===== src/logic/cnu_pkg.sv =====
// shared widths, limits and row result type for the check node unit and its testbench
package cnu_pkg;

  //--------------------------------------------------------------------
  // widths and limits
  //--------------------------------------------------------------------

  localparam int NODE_W  = 8;   // llr word width
  localparam int MAX_DEG = 16;  // largest row degree
  localparam int COL_W   = 4;   // column index width, covers MAX_DEG

  localparam logic [NODE_W-1:0] MAG_MASKED = '1;   // masked edge never wins a min
  localparam logic [NODE_W-1:0] CLIP_MAX   = 8'd127; // largest output magnitude

  //--------------------------------------------------------------------
  // types
  //--------------------------------------------------------------------

  typedef logic signed [NODE_W-1:0] node_t;   // two's complement llr
  typedef logic        [NODE_W-1:0] mag_t;    // unsigned magnitude
  typedef logic        [COL_W-1:0]  col_t;
  typedef logic        [MAX_DEG-1:0] sign_vec_t; // one sign per column

  // one finished row, sorter -> fifo -> expander
  typedef struct packed {
    logic      prod_sign;  // xor of all edge signs, 1 = parity check failed
    mag_t      min1;       // smallest magnitude, normalized
    mag_t      min2;       // second smallest, normalized
    col_t      min1_col;   // column of min1
    col_t      deg_m1;     // row degree - 1
    sign_vec_t sign_vec;   // edge signs by column
  } row_result_t;

endpackage


===== src/logic/cnu_sort_engine.sv =====
// serial min-sum sorter taking one v2c edge per beat and giving one normalized result per row
`timescale 1ns/10ps

module cnu_sort_engine #(
  parameter int NORM_FACTOR = 6  // scale = NORM_FACTOR/8 where 0 or 8 disables
) (
  input  logic                 iclk,
  input  logic                 ireset,
  input  logic                 norm_bypass,
  input  logic                 in_valid,
  input  logic                 in_sop,
  input  logic                 in_eop,
  input  logic                 in_mask,
  input  cnu_pkg::node_t       in_node,
  output logic                 in_ready,
  output logic                 res_valid,
  output cnu_pkg::row_result_t res_data,
  input  logic                 res_ready
);

  import cnu_pkg::*;

  localparam bit SCALE_EN = (NORM_FACTOR > 0) && (NORM_FACTOR < 8);

  logic      en;           // whole pipe advances
  logic      in_row;       // between sop and eop on the input side

  logic      s1_valid, s1_sop, s1_eop;
  logic      s1_sign;
  mag_t      s1_mag;
  col_t      s1_col, col_next;
  sign_vec_t s1_sign_vec, sign_vec_next;
  logic      edge_sign;

  logic      s2_done;
  logic      s2_sign;
  mag_t      s2_min1, s2_min2;
  col_t      s2_min1_col, s2_deg_m1;
  sign_vec_t s2_sign_vec;
  logic      check1, check2;

  // stall only when a finished row cannot leave stage 3
  assign en       = !(res_valid && !res_ready);
  assign in_ready = en;

  //--------------------------------------------------------------------
  // stage 1 sign / magnitude, column count and sign vector
  //--------------------------------------------------------------------

  assign edge_sign     = in_mask ? 1'b0 : in_node[NODE_W-1];
  assign col_next      = in_sop ? '0 : s1_col + 1'b1;
  assign sign_vec_next = (in_sop ? '0 : s1_sign_vec) | (sign_vec_t'(edge_sign) << col_next);

  always_ff @(posedge iclk or posedge ireset) begin
    if (ireset) begin
      s1_valid <= 1'b0;
      in_row   <= 1'b0;
    end else if (en) begin
      s1_valid <= in_valid;
      if (in_valid) in_row <= !in_eop;
    end
  end

  always_ff @(posedge iclk) begin
    if (en && in_valid) begin
      s1_sop      <= in_sop;
      s1_eop      <= in_eop;
      s1_sign     <= edge_sign;
      s1_mag      <= in_mask ? MAG_MASKED
                     : (in_node[NODE_W-1] ? mag_t'(-in_node) : mag_t'(in_node));  // -128 gives 128
      s1_col      <= col_next;
      s1_sign_vec <= sign_vec_next;
    end
  end

  //--------------------------------------------------------------------
  // stage 2 running two-min sort and parity
  //--------------------------------------------------------------------

  assign check1 = (s1_mag < s2_min1);  // strict so the earlier column keeps a tie
  assign check2 = (s1_mag < s2_min2);

  always_ff @(posedge iclk or posedge ireset) begin
    if (ireset) s2_done <= 1'b0;
    else if (en) s2_done <= s1_valid && s1_eop;
  end

  always_ff @(posedge iclk) begin
    if (en && s1_valid) begin
      s2_deg_m1   <= s1_col;
      s2_sign_vec <= s1_sign_vec;
      if (s1_sop) begin  // restart on first edge
        s2_sign     <= s1_sign;
        s2_min1     <= s1_mag;
        s2_min2     <= MAG_MASKED;
        s2_min1_col <= s1_col;
      end else begin
        s2_sign <= s2_sign ^ s1_sign;
        if (check1) begin
          s2_min1     <= s1_mag;
          s2_min1_col <= s1_col;
        end
        if (check2) s2_min2 <= check1 ? s2_min1 : s1_mag;  // old min1 slides down
      end
    end
  end

  //--------------------------------------------------------------------
  // stage 3 normalize and hold until the fifo takes it
  //--------------------------------------------------------------------

  // (m * NORM_FACTOR + 4) / 8 with truncation
  function automatic mag_t normalize(input mag_t m);
    logic [NODE_W+2:0] tmp;
    tmp = {3'b000, m} * (NODE_W+3)'(NORM_FACTOR) + (NODE_W+3)'(4);
    return tmp[NODE_W+2:3];
  endfunction

  always_ff @(posedge iclk or posedge ireset) begin
    if (ireset) res_valid <= 1'b0;
    else if (en) res_valid <= s2_done;  // en means the old result is gone
  end

  always_ff @(posedge iclk) begin
    if (en && s2_done) begin
      res_data.prod_sign <= s2_sign;
      res_data.min1_col  <= s2_min1_col;
      res_data.deg_m1    <= s2_deg_m1;
      res_data.sign_vec  <= s2_sign_vec;
      if (SCALE_EN && !norm_bypass) begin
        res_data.min1 <= normalize(s2_min1);
        res_data.min2 <= normalize(s2_min2);
      end else begin
        res_data.min1 <= s2_min1;
        res_data.min2 <= s2_min2;
      end
    end
  end

  //--------------------------------------------------------------------
  // checks
  //--------------------------------------------------------------------

  // a stalled result stays put until the fifo takes it
  a_stall_hold : assert property (@(posedge iclk) disable iff (ireset)
    (res_valid && !res_ready) |=> (res_valid && $stable(res_data)));

  // sop only after the previous eop and other beats only inside a row
  a_row_framing : assert property (@(posedge iclk) disable iff (ireset)
    (in_valid && in_ready) |-> (in_sop ? !in_row : in_row));

endmodule


===== src/logic/cnu_row_fifo.sv =====
// synchronous fifo for row results between sorter and expander with a type parameter payload
`timescale 1ns/10ps

module cnu_row_fifo #(
  parameter int  DEPTH     = 4,            // power of two and at least 2
  parameter type payload_t = logic [7:0]
) (
  input  logic     iclk,
  input  logic     ireset,
  input  logic     wr_valid,
  input  payload_t wr_data,
  output logic     wr_ready,
  output logic     rd_valid,
  output payload_t rd_data,
  input  logic     rd_ready
);

  localparam int PTR_W = $clog2(DEPTH);

  payload_t         mem [DEPTH];
  logic [PTR_W-1:0] wr_ptr, rd_ptr;   // wrap naturally since DEPTH is 2^n
  logic [PTR_W:0]   count;            // occupancy 0..DEPTH
  logic             push, pop;

  assign wr_ready = (count != (PTR_W+1)'(DEPTH));  // low while full
  assign rd_valid = (count != '0);
  assign rd_data  = mem[rd_ptr];

  assign push = wr_valid && wr_ready;
  assign pop  = rd_valid && rd_ready;

  //--------------------------------------------------------------------
  // pointers and count
  //--------------------------------------------------------------------

  always_ff @(posedge iclk or posedge ireset) begin
    if (ireset) begin
      wr_ptr <= '0;
      rd_ptr <= '0;
      count  <= '0;
    end else begin
      if (push) wr_ptr <= wr_ptr + 1'b1;
      if (pop)  rd_ptr <= rd_ptr + 1'b1;
      case ({push, pop})
        2'b10:   count <= count + 1'b1;
        2'b01:   count <= count - 1'b1;
        default: count <= count;  // none, or both on the same edge
      endcase
    end
  end

  // entry storage
  always_ff @(posedge iclk) begin
    if (push) mem[wr_ptr] <= wr_data;
  end

  //--------------------------------------------------------------------
  // checks
  //--------------------------------------------------------------------

  a_no_overflow : assert property (@(posedge iclk) disable iff (ireset)
    count <= (PTR_W+1)'(DEPTH));

  // pointers together and not full means empty, so nothing to read
  a_no_read_empty : assert property (@(posedge iclk) disable iff (ireset)
    ((wr_ptr == rd_ptr) && (count != (PTR_W+1)'(DEPTH))) |-> !rd_valid);

endmodule


===== src/logic/cnu_msg_expander.sv =====
// turns each row result back into per-edge c2v messages with framing and parity fail flag
`timescale 1ns/10ps

module cnu_msg_expander (
  input  logic                 iclk,
  input  logic                 ireset,
  input  logic                 row_valid,
  input  cnu_pkg::row_result_t row_data,
  output logic                 row_ready,
  output logic                 out_valid,
  output cnu_pkg::node_t       out_node,
  output logic                 out_sop,
  output logic                 out_eop,
  output logic                 out_row_fail,
  input  logic                 out_ready
);

  import cnu_pkg::*;

  logic        busy;      // a row is loaded
  row_result_t cur;       // row being expanded
  col_t        col;       // current column
  logic        last;      // col at deg_m1
  logic        out_fire;
  mag_t        mag;
  node_t       clip;
  logic        neg;

  assign last     = (col == cur.deg_m1);
  assign out_fire = out_valid && out_ready;

  // take next row when idle or as the current one finishes, rows stay back to back
  assign row_ready = !busy || (out_fire && last);

  //--------------------------------------------------------------------
  // control
  //--------------------------------------------------------------------

  always_ff @(posedge iclk or posedge ireset) begin
    if (ireset) begin
      busy <= 1'b0;
      col  <= '0;
    end else if (row_valid && row_ready) begin
      busy <= 1'b1;
      col  <= '0;
    end else if (out_fire) begin
      if (last) busy <= 1'b0;
      else      col  <= col + 1'b1;
    end
  end

  always_ff @(posedge iclk) begin
    if (row_valid && row_ready) cur <= row_data;
  end

  //--------------------------------------------------------------------
  // message build
  //--------------------------------------------------------------------

  assign mag  = (col == cur.min1_col) ? cur.min2 : cur.min1;  // own edge excluded
  assign clip = (mag > CLIP_MAX) ? node_t'(CLIP_MAX) : node_t'(mag);
  assign neg  = cur.prod_sign ^ cur.sign_vec[col];            // drop own sign from parity

  assign out_valid    = busy;
  assign out_node     = neg ? -clip : clip;
  assign out_sop      = (col == '0);
  assign out_eop      = last;
  assign out_row_fail = cur.prod_sign;  // odd parity = check failed

  //--------------------------------------------------------------------
  // checks
  //--------------------------------------------------------------------

  // stalled message held unchanged
  a_out_hold : assert property (@(posedge iclk) disable iff (ireset)
    (out_valid && !out_ready) |=> (out_valid && $stable(out_node) && $stable(out_eop)));

endmodule


===== src/logic/cnu_top.sv =====
// check node unit top, sorter -> row fifo -> message expander with valid/ready between them
`timescale 1ns/10ps

module cnu_top #(
  parameter int NORM_FACTOR = 6,  // min scaling, 6/8
  parameter int DEPTH       = 4   // rows buffered
) (
  input  logic           iclk,
  input  logic           ireset,
  input  logic           norm_bypass,
  // v2c input stream
  input  logic           in_valid,
  input  logic           in_sop,
  input  logic           in_eop,
  input  logic           in_mask,
  input  cnu_pkg::node_t in_node,
  output logic           in_ready,
  // c2v output stream
  output logic           out_valid,
  output cnu_pkg::node_t out_node,
  output logic           out_sop,
  output logic           out_eop,
  output logic           out_row_fail,
  input  logic           out_ready
);

  import cnu_pkg::*;

  //--------------------------------------------------------------------
  // row result links
  //--------------------------------------------------------------------

  logic        res_valid, res_ready;  // sorter -> fifo
  row_result_t res_data;
  logic        row_valid, row_ready;  // fifo -> expander
  row_result_t row_data;

  cnu_sort_engine #(
    .NORM_FACTOR (NORM_FACTOR)
  ) sort_i (
    .iclk        (iclk),
    .ireset      (ireset),
    .norm_bypass (norm_bypass),
    .in_valid    (in_valid),
    .in_sop      (in_sop),
    .in_eop      (in_eop),
    .in_mask     (in_mask),
    .in_node     (in_node),
    .in_ready    (in_ready),
    .res_valid   (res_valid),
    .res_data    (res_data),
    .res_ready   (res_ready)
  );

  cnu_row_fifo #(
    .DEPTH     (DEPTH),
    .payload_t (row_result_t)
  ) fifo_i (
    .iclk     (iclk),
    .ireset   (ireset),
    .wr_valid (res_valid),
    .wr_data  (res_data),
    .wr_ready (res_ready),
    .rd_valid (row_valid),
    .rd_data  (row_data),
    .rd_ready (row_ready)
  );

  cnu_msg_expander expand_i (
    .iclk         (iclk),
    .ireset       (ireset),
    .row_valid    (row_valid),
    .row_data     (row_data),
    .row_ready    (row_ready),
    .out_valid    (out_valid),
    .out_node     (out_node),
    .out_sop      (out_sop),
    .out_eop      (out_eop),
    .out_row_fail (out_row_fail),
    .out_ready    (out_ready)
  );

endmodule


===== config.mk =====
export PLATFORM = sky130hd
export DESIGN_NAME = cnu_top
export DESIGN_NICKNAME = d
export VERILOG_FILES = /design/src/logic/cnu_pkg.sv /design/src/logic/cnu_sort_engine.sv /design/src/logic/cnu_row_fifo.sv /design/src/logic/cnu_msg_expander.sv /design/src/logic/cnu_top.sv
export SDC_FILE = /design/constraint.sdc
export NUM_CORES = 1
export LEC_CHECK = 0
export BUFFER_PORTS_ARGS = -buffer_cell sky130_fd_sc_hd__buf_4
export CAP_MARGIN = 30
export CORE_MARGIN = 2
export CORE_UTILIZATION = 55
export CTS_BUF_LIST = sky130_fd_sc_hd__clkbuf_16
export DETAILED_ROUTE_END_ITERATION = 12
export GPL_TIMING_DRIVEN = 1
export HOLD_SLACK_MARGIN = 0.15
export PLACE_DENSITY = 0.71
export RECOVER_POWER = 25
export SETUP_SLACK_MARGIN = 0.05
export SLEW_MARGIN = 20
export SYNTH_ARGS = -nofsm -noshare
export SYNTH_HDL_FRONTEND = slang
export SYNTH_SLANG_ARGS = --single-unit

===== constraint.sdc =====
create_clock -name iclk -period 9.5 [get_ports iclk]
set_clock_uncertainty 0.2 [all_clocks]
set_input_delay 1.425 -clock iclk [delete_from_list [all_inputs] [get_ports iclk]]
set_output_delay 1.425 -clock iclk [all_outputs]
set_load 0.02 [all_outputs]

---- Yosys cells after proc, flatten, opt, wreduce, memory -nomap -nowiden ----
Memory sizes are Yosys's and may differ from the RTL's. A register that Yosys moved wholly into a read port is not among the register bits.
Index checks and enable logic that the tools add are counted.
word-level totals
  bits in registers ....................... 128
  RAM bits ................................ 164
  input bits .............................. 16
  output and inout port bits .............. 13
  word-level logic and storage cells ...... 103
  memories kept ........................... 1
memories
  name        depth  width  read ports  clocked after Yosys merged registers in  write ports  line                RTL
  fifo_i.mem  4      41     1           1                                        1            cnu_row_fifo.sv:20  payload_t mem [DEPTH];
cells by class
  $add $sub $neg .......................... 10
  multipliers ............................. 2
  $lt $le $gt $ge ......................... 4
  equal/unequal tests ..................... 6
  shifts and indexed selects .............. 1
  multiplexer cells ....................... 26
  bitwise logic cells ..................... 3
  reduce and logical (&&, ||, !) cells .... 24
operator list
  cell                                                           count
  two-way mux 8 bit                                              8
  two-way mux 16 bit                                             2
  two-way mux 4 bit                                              6
  adder 11 x 3 -> 11 bit, second input constant                  2
  multiplier 8 x 2 -> 10 bit, second input constant              2
  < comparator 8 bit                                             2
  negation 8 bit                                                 2
  bitwise OR 16 bit                                              1
  << shifter 1 x 4 -> 16 bit                                     1
  nonzero test 2 bit                                             5
  logical AND 1 bit                                              9
  adder 4 x 1 -> 4 bit, second input constant                    2
  == test 4 bit                                                  2
  greater-than comparator 8 x 7 -> 1 bit, second input constant  1
  two-way mux 1 bit                                              8
  AND reduction 2 bit                                            4
  one-hot mux 3 bit (2 select lines)                             1
  < comparator 4 x 5 -> 1 bit, second input constant             1
  adder 2 x 1 -> 2 bit, second input constant                    2
  binary-select mux 1 bit (select 4 bit)                         1
  logical NOT 4 bit                                              1
  adder 3 x 1 -> 3 bit, second input constant                    1
  logical NOT 1 bit                                              3
  != test 3 bit, second input constant                           1
  other kinds (7)                                                8

---- Longest topological paths before layout ----
  word-level depth ........................ 6
  mapped depth ............................ 12

---- Modules after synthesis ----
A second synthesis with hierarchy kept.
unflattened totals
  cells, all modules ...................... 867
  area total of the unflattened synthesis .. 14261.2 µm²
modules (own cells, without submodules)
  module            times used  cells each  area each (µm²)  sequential area each (µm²)
  cnu_row_fifo      1           253         6338.6           5099.9
  cnu_sort_engine   1           454         5779.3           3468.3
  cnu_msg_expander  1           160         2143.3           1356.3

---- Least setup slack after synthesis ----
No wires, ideal clock.
  kind .................................... input -> register
  start point ............................. input out_ready
  end point ............................... register fifo_i.count[2]
  setup time .............................. 0.079 ns
  data arrival time ....................... 4.924 ns
  required time ........................... 9.221 ns
  slack ................................... 4.297 ns
  cell stages on the path ................. 9
  path buffers ............................ 0
  cells stage by stage .................... inv_1 > o21ai_0 > nor2b_1 > ha_1 > inv_1 > fa_1 > xor2_1 > nor2_1 > xor2_1
on the way
  longest elaborated chain between the ends .. 6
ends and longest elaborated chain
  element                                                                          line                    RTL
  start, declared                                                                  cnu_top.sv:24           input logic out_ready
  logical AND 1 bit *                                                              cnu_msg_expander.sv:30  assign out_fire = out_valid && out_ready;
  logical AND 1 bit *                                                              cnu_msg_expander.sv:33  assign row_ready = !busy || (out_fire && last);
  logical OR 1 bit *                                                               cnu_msg_expander.sv:33
  logical AND 1 bit *                                                              cnu_row_fifo.sv:30      assign pop = rd_valid && rd_ready;
  via fifo_i.pop                                                                   cnu_row_fifo.sv:23      logic push, pop;
  == test 2 x 1 -> 1 bit / == test 2 bit (equally long branches)                   cnu_row_fifo.sv:44      case ({push, pop})
  one-hot mux 3 bit (2 select lines) / nonzero test 2 bit (equally long branches)  --
  end signal, assigned                                                             cnu_row_fifo.sv:45      2'b10: count <= count + 1'b1;
  end signal, assigned                                                             cnu_row_fifo.sv:46      2'b01: count <= count - 1'b1;
  end signal, assigned                                                             cnu_row_fifo.sv:47      default: count <= count;
  end, declared                                                                    cnu_row_fifo.sv:22      logic [PTR_W:0] count;
Mark *: on every way through the listed nets, which the timed path passes. The rest lies on a longest branch.
A chain may end at the register's enable or synchronous reset.

---- Worst setup path in the final report ----
  start point ............................. register expand_i.col[0]
  end point ............................... output out_node[6]
on the way
  longest elaborated chain between the ends .. 6
ends and longest elaborated chain
  element                                 line                    RTL
  start, declared                         cnu_msg_expander.sv:22  col_t col;
  start signal, assigned                  cnu_msg_expander.sv:48  else col <= col + 1'b1;
  == test 4 bit                           cnu_msg_expander.sv:60  assign mag = (col == cur.min1_col) ? cur.min2 : cur.min1;
  two-way mux 8 bit                       cnu_msg_expander.sv:60
  greater-than comparator 8 x 7 -> 1 bit  cnu_msg_expander.sv:61  assign clip = (mag > CLIP_MAX) ? node_t'(CLIP_MAX) : node_t'(mag);
  two-way mux 8 bit                       cnu_msg_expander.sv:61
  negation 8 bit                          cnu_msg_expander.sv:65  assign out_node = neg ? -clip : clip;
  two-way mux 8 bit *                     cnu_msg_expander.sv:65
  end, declared                           cnu_top.sv:20           output cnu_pkg::node_t out_node,
Mark *: on every way between the ends. The rest lies on a longest branch, timed or not. The select of a mux whose other input is x is not followed.

==> flow_summary.rst <==
.. list-table::
   :header-rows: 1

   * - Metric
     - Value
   * - DRC marker count from the first detailed-route iteration
     - 452
   * - Critical path's top delay family
     - simple AND/OR/NAND/NOR gates
   * - Num Clock Sinks
     - 333
   * - Number of setup violations in the final report
     - 0
   * - PD cells
     - 295 nW/um^2
   * - Data arrival time of the critical path
     - 3.37 ns
   * - Number of remaining DRC errors
     - 0
   * - CP max stage cell
     - nand4_1
   * - Post-layout instance count excluding filler cells
     - 1244
   * - Total negative setup slack
     - 0 ns
   * - Die footprint
     - 26600 sq um
   * - Total nets after synthesis
     - 898
   * - Main synth FF type
     - edfxtp_1
   * - Overall via count from detail_route
     - 6942
   * - Num rows
     - 58
   * - CTS root buf
     - clkbuf_16
   * - Final wirelength
     - 22600 microns
   * - Number of buffers on the longest clock path
     - 3
   * - Number of instances resized during post-cts repair
     - 0
   * - Endpoints failing hold
     - 0
   * - Total overflow reported by the global router
     - 0
   * - Gp weighted congestion
     - 0.854
   * - Biggest cell delay along the critical path
     - 0.66 ns
   * - Count of cell types in the netlist
     - 55
   * - RSZ-0062 raised after global routing
     - false
   * - Syn Inst Count
     - 835
   * - All-layer global routing usage
     - 17.9%
   * - Number of antenna violations at the first check in global routing
     - 0
   * - Count of boundary I/O pins
     - 29
   * - Shortest clock period the worst path allows after layout
     - 5.00 ns
   * - Final max-slew violation count
     - 0
   * - Netlist area before placement
     - 13900 sq um
   * - Critical Setup Path Class
     - flip-flop to primary output
   * - Sequential-to-total area share from yosys stat
     - 71.4%
   * - Total leakage power
     - 5.56 nW
   * - Highest-count cells in the layout ignoring fill and taps
     - edfxtp_1, inv_1, nand2_1, ha_1, mux4_2
   * - Yosys warning count
     - 0
   * - Slew at the pin with the worst max-slew slack
     - 0.885 ns
   * - Syn-to-layout area delta
     - 12.8%
   * - Global-route wire length before repair
     - 36700 microns
   * - Number of H-tree branching levels
     - 2
   * - Post-CTS setup buffer count
     - 0
   * - Kind of end point of the critical path
     - primary output
   * - Final cycle utilization of the critical path
     - 52.6%
   * - Hold-fix buffers at CTS
     - 0
   * - CTS tree
     - yes
   * - Mean cell area of the mapped netlist
     - 16.7 sq um
   * - Critical path data required time
     - 7.88 ns
   * - Critical path launch point type
     - flip-flop
   * - Number of enable flip-flop cells after synthesis
     - 318
   * - Worst-path maximum fanout
     - 23
   * - Diode insertion count for antenna repair
     - 0
   * - Post-DP HPWL
     - 14400 microns
   * - Post-synthesis register bit count
     - 333
   * - First drt pass iteration count
     - 7
   * - Leading cell type in the layout, fill and taps excluded
     - edfxtp_1
   * - Final cell utilization of the core
     - 62.8%
   * - FILL cells
     - 1786
   * - Clock transition time at the flip-flop clock pins of the worst setup and hold paths
     - 0.06 ns
   * - Largest net degree at the start of global routing
     - 45
   * - Initial cell density of the core
     - 55.7%
   * - Fraction of layout cells with a size suffix above 1
     - 16.2%
   * - Remaining max-slew budget at the tightest pin
     - 41.0%
   * - Via count of the first global-routing pass
     - 7011
   * - Max_cap viols
     - 0
   * - TritonCTS Buffers
     - 36
   * - Number of instances in the placed design
     - 1179
   * - Core area
     - 25000 sq um
   * - Run status
     - complete, no violations
   * - Worst-skew pair later-pin latency
     - 0.51 ns
   * - Achievable Freq
     - 0.200 GHz
   * - Horiz. Die Dim
     - 163 microns
   * - Bufs and invs on worst path
     - 1
   * - Net total in the final layout
     - 951
   * - Overall die height
     - 163 microns
   * - Hold WS
     - 0.217 ns
   * - Peak ir drop on the vdd network
     - 254 uV
   * - Detailed-route wire length per cell
     - 18.2 microns
   * - Class of the most critical hold timing path
     - flip-flop to flip-flop
   * - CP cell instances
     - xnor2_1 -> nand4_1 -> o31ai_1 -> ha_1 -> nor2b_1 -> a21oi_1 -> xor2_1 -> buf_4
   * - Via density per instance
     - 5.58
   * - Overall power
     - 4.63 mW
   * - Fraction of registers with async set or reset after synthesis
     - 4.50%
   * - Number of routed nets with antenna violations
     - 0
   * - Count of input and output buffers
     - 28
[kinds of logic after synthesis]
| kind of cell | share of synthesized area (%) |
|---|---|
| AO/OA/AOI/OAI | 5.28 |
| flip-flops | 71.4 |
| adder cells (fa/ha/maj) | 4.39 |
| buffers and inverters | 2.26 |
| XOR/XNOR | 3.13 |
| multiplexers | 8.28 |
| AND/OR/NAND/NOR | 5.27 |
[cell usage after synthesis, types with 15 or more instances]
cell      number  area (sq um)
edfxtp_1     318          9550
inv_1         54           203
nand2_1       53           199
ha_1          44           551
mux4_2        43           968
nor2_1        39           146
o21ai_0       30           150
xnor2_1       29           254
a21oi_1       23           115
clkbuf_1      17          63.8
o22ai_1       16           100
dfrtp_1       15           375
xor2_1        15           131
[layout make-up]
class	instances	area (sq um)	share of cell area (%)
clock buffers	38	951	6.06
clock inverters	26	194	1.24
multi-input cells	421	3680	23.4
repair buffers	40	314	2.00
flip-flops and latches	333	9930	63.3
well taps	330	413	2.63
inverters	56	210	1.34
[flip-flops by register name, summed over array words and instances (netlist names), 2 cells and up]
register	flops
expand_i.col	4
expand_i.cur	40
sort_i.s1_col	4
fifo_i.wr_ptr	2
sort_i.s2_sign_vec	16
fifo_i.count	3
sort_i.s2_min1_col	4
sort_i.s1_sign_vec	16
fifo_i.mem	164
fifo_i.rd_ptr	2
sort_i.s2_min2	8
sort_i.res_data	41
sort_i.s2_deg_m1	4
sort_i.s2_min1	8
sort_i.s1_mag	8
[metal layers]
metal / routed length (microns) / up-vias / track usage (%)
met5: 0 / - / 0
met4: 469 / 0 / 5.35
met3: 931 / 31 / 3.39
met2: 10800 / 152 / 29.0
met1: 10500 / 3438 / 25.2
li1: - / 3321 / -
[power by group]
part	switching, mW	internal (mW)
clock network	0.528	0.780
registers	0.168	1.98
logic	0.634	0.536
[path summary, 6_finish.rpt]
check / cells past startpoint / slack, ns / start / endpoint
worst min register to register: 0 / 0.22 / sort_i.s2_sign_vec[1] / sort_i.res_data[1]
min in group asynchronous: 2 / 0.84 / ireset / expand_i.col[3]
worst max-delay path: 8 / 4.50 / expand_i.col[0] / out_node[6]
worst max register to register: 9 / 6.17 / sort_i.s2_min1[1] / sort_i.res_data[38]
max in group asynchronous: 2 / 7.76 / ireset / fifo_i.rd_ptr[0]
worst min-delay path: 0 / 0.22 / sort_i.s2_sign_vec[1] / sort_i.res_data[1]
[stage by stage]
step | instance area [sq um] | worst slack, ns
detailed placement | 14500 | 5.04
CTS | 15700 | 4.48
finish | 15700 | 4.50
global route | 15700 | 4.11
global placement | 14500 | 5.13
floorplan | 13900 | 4.30
No activity file was read; power rests on OpenSTA's default activity.
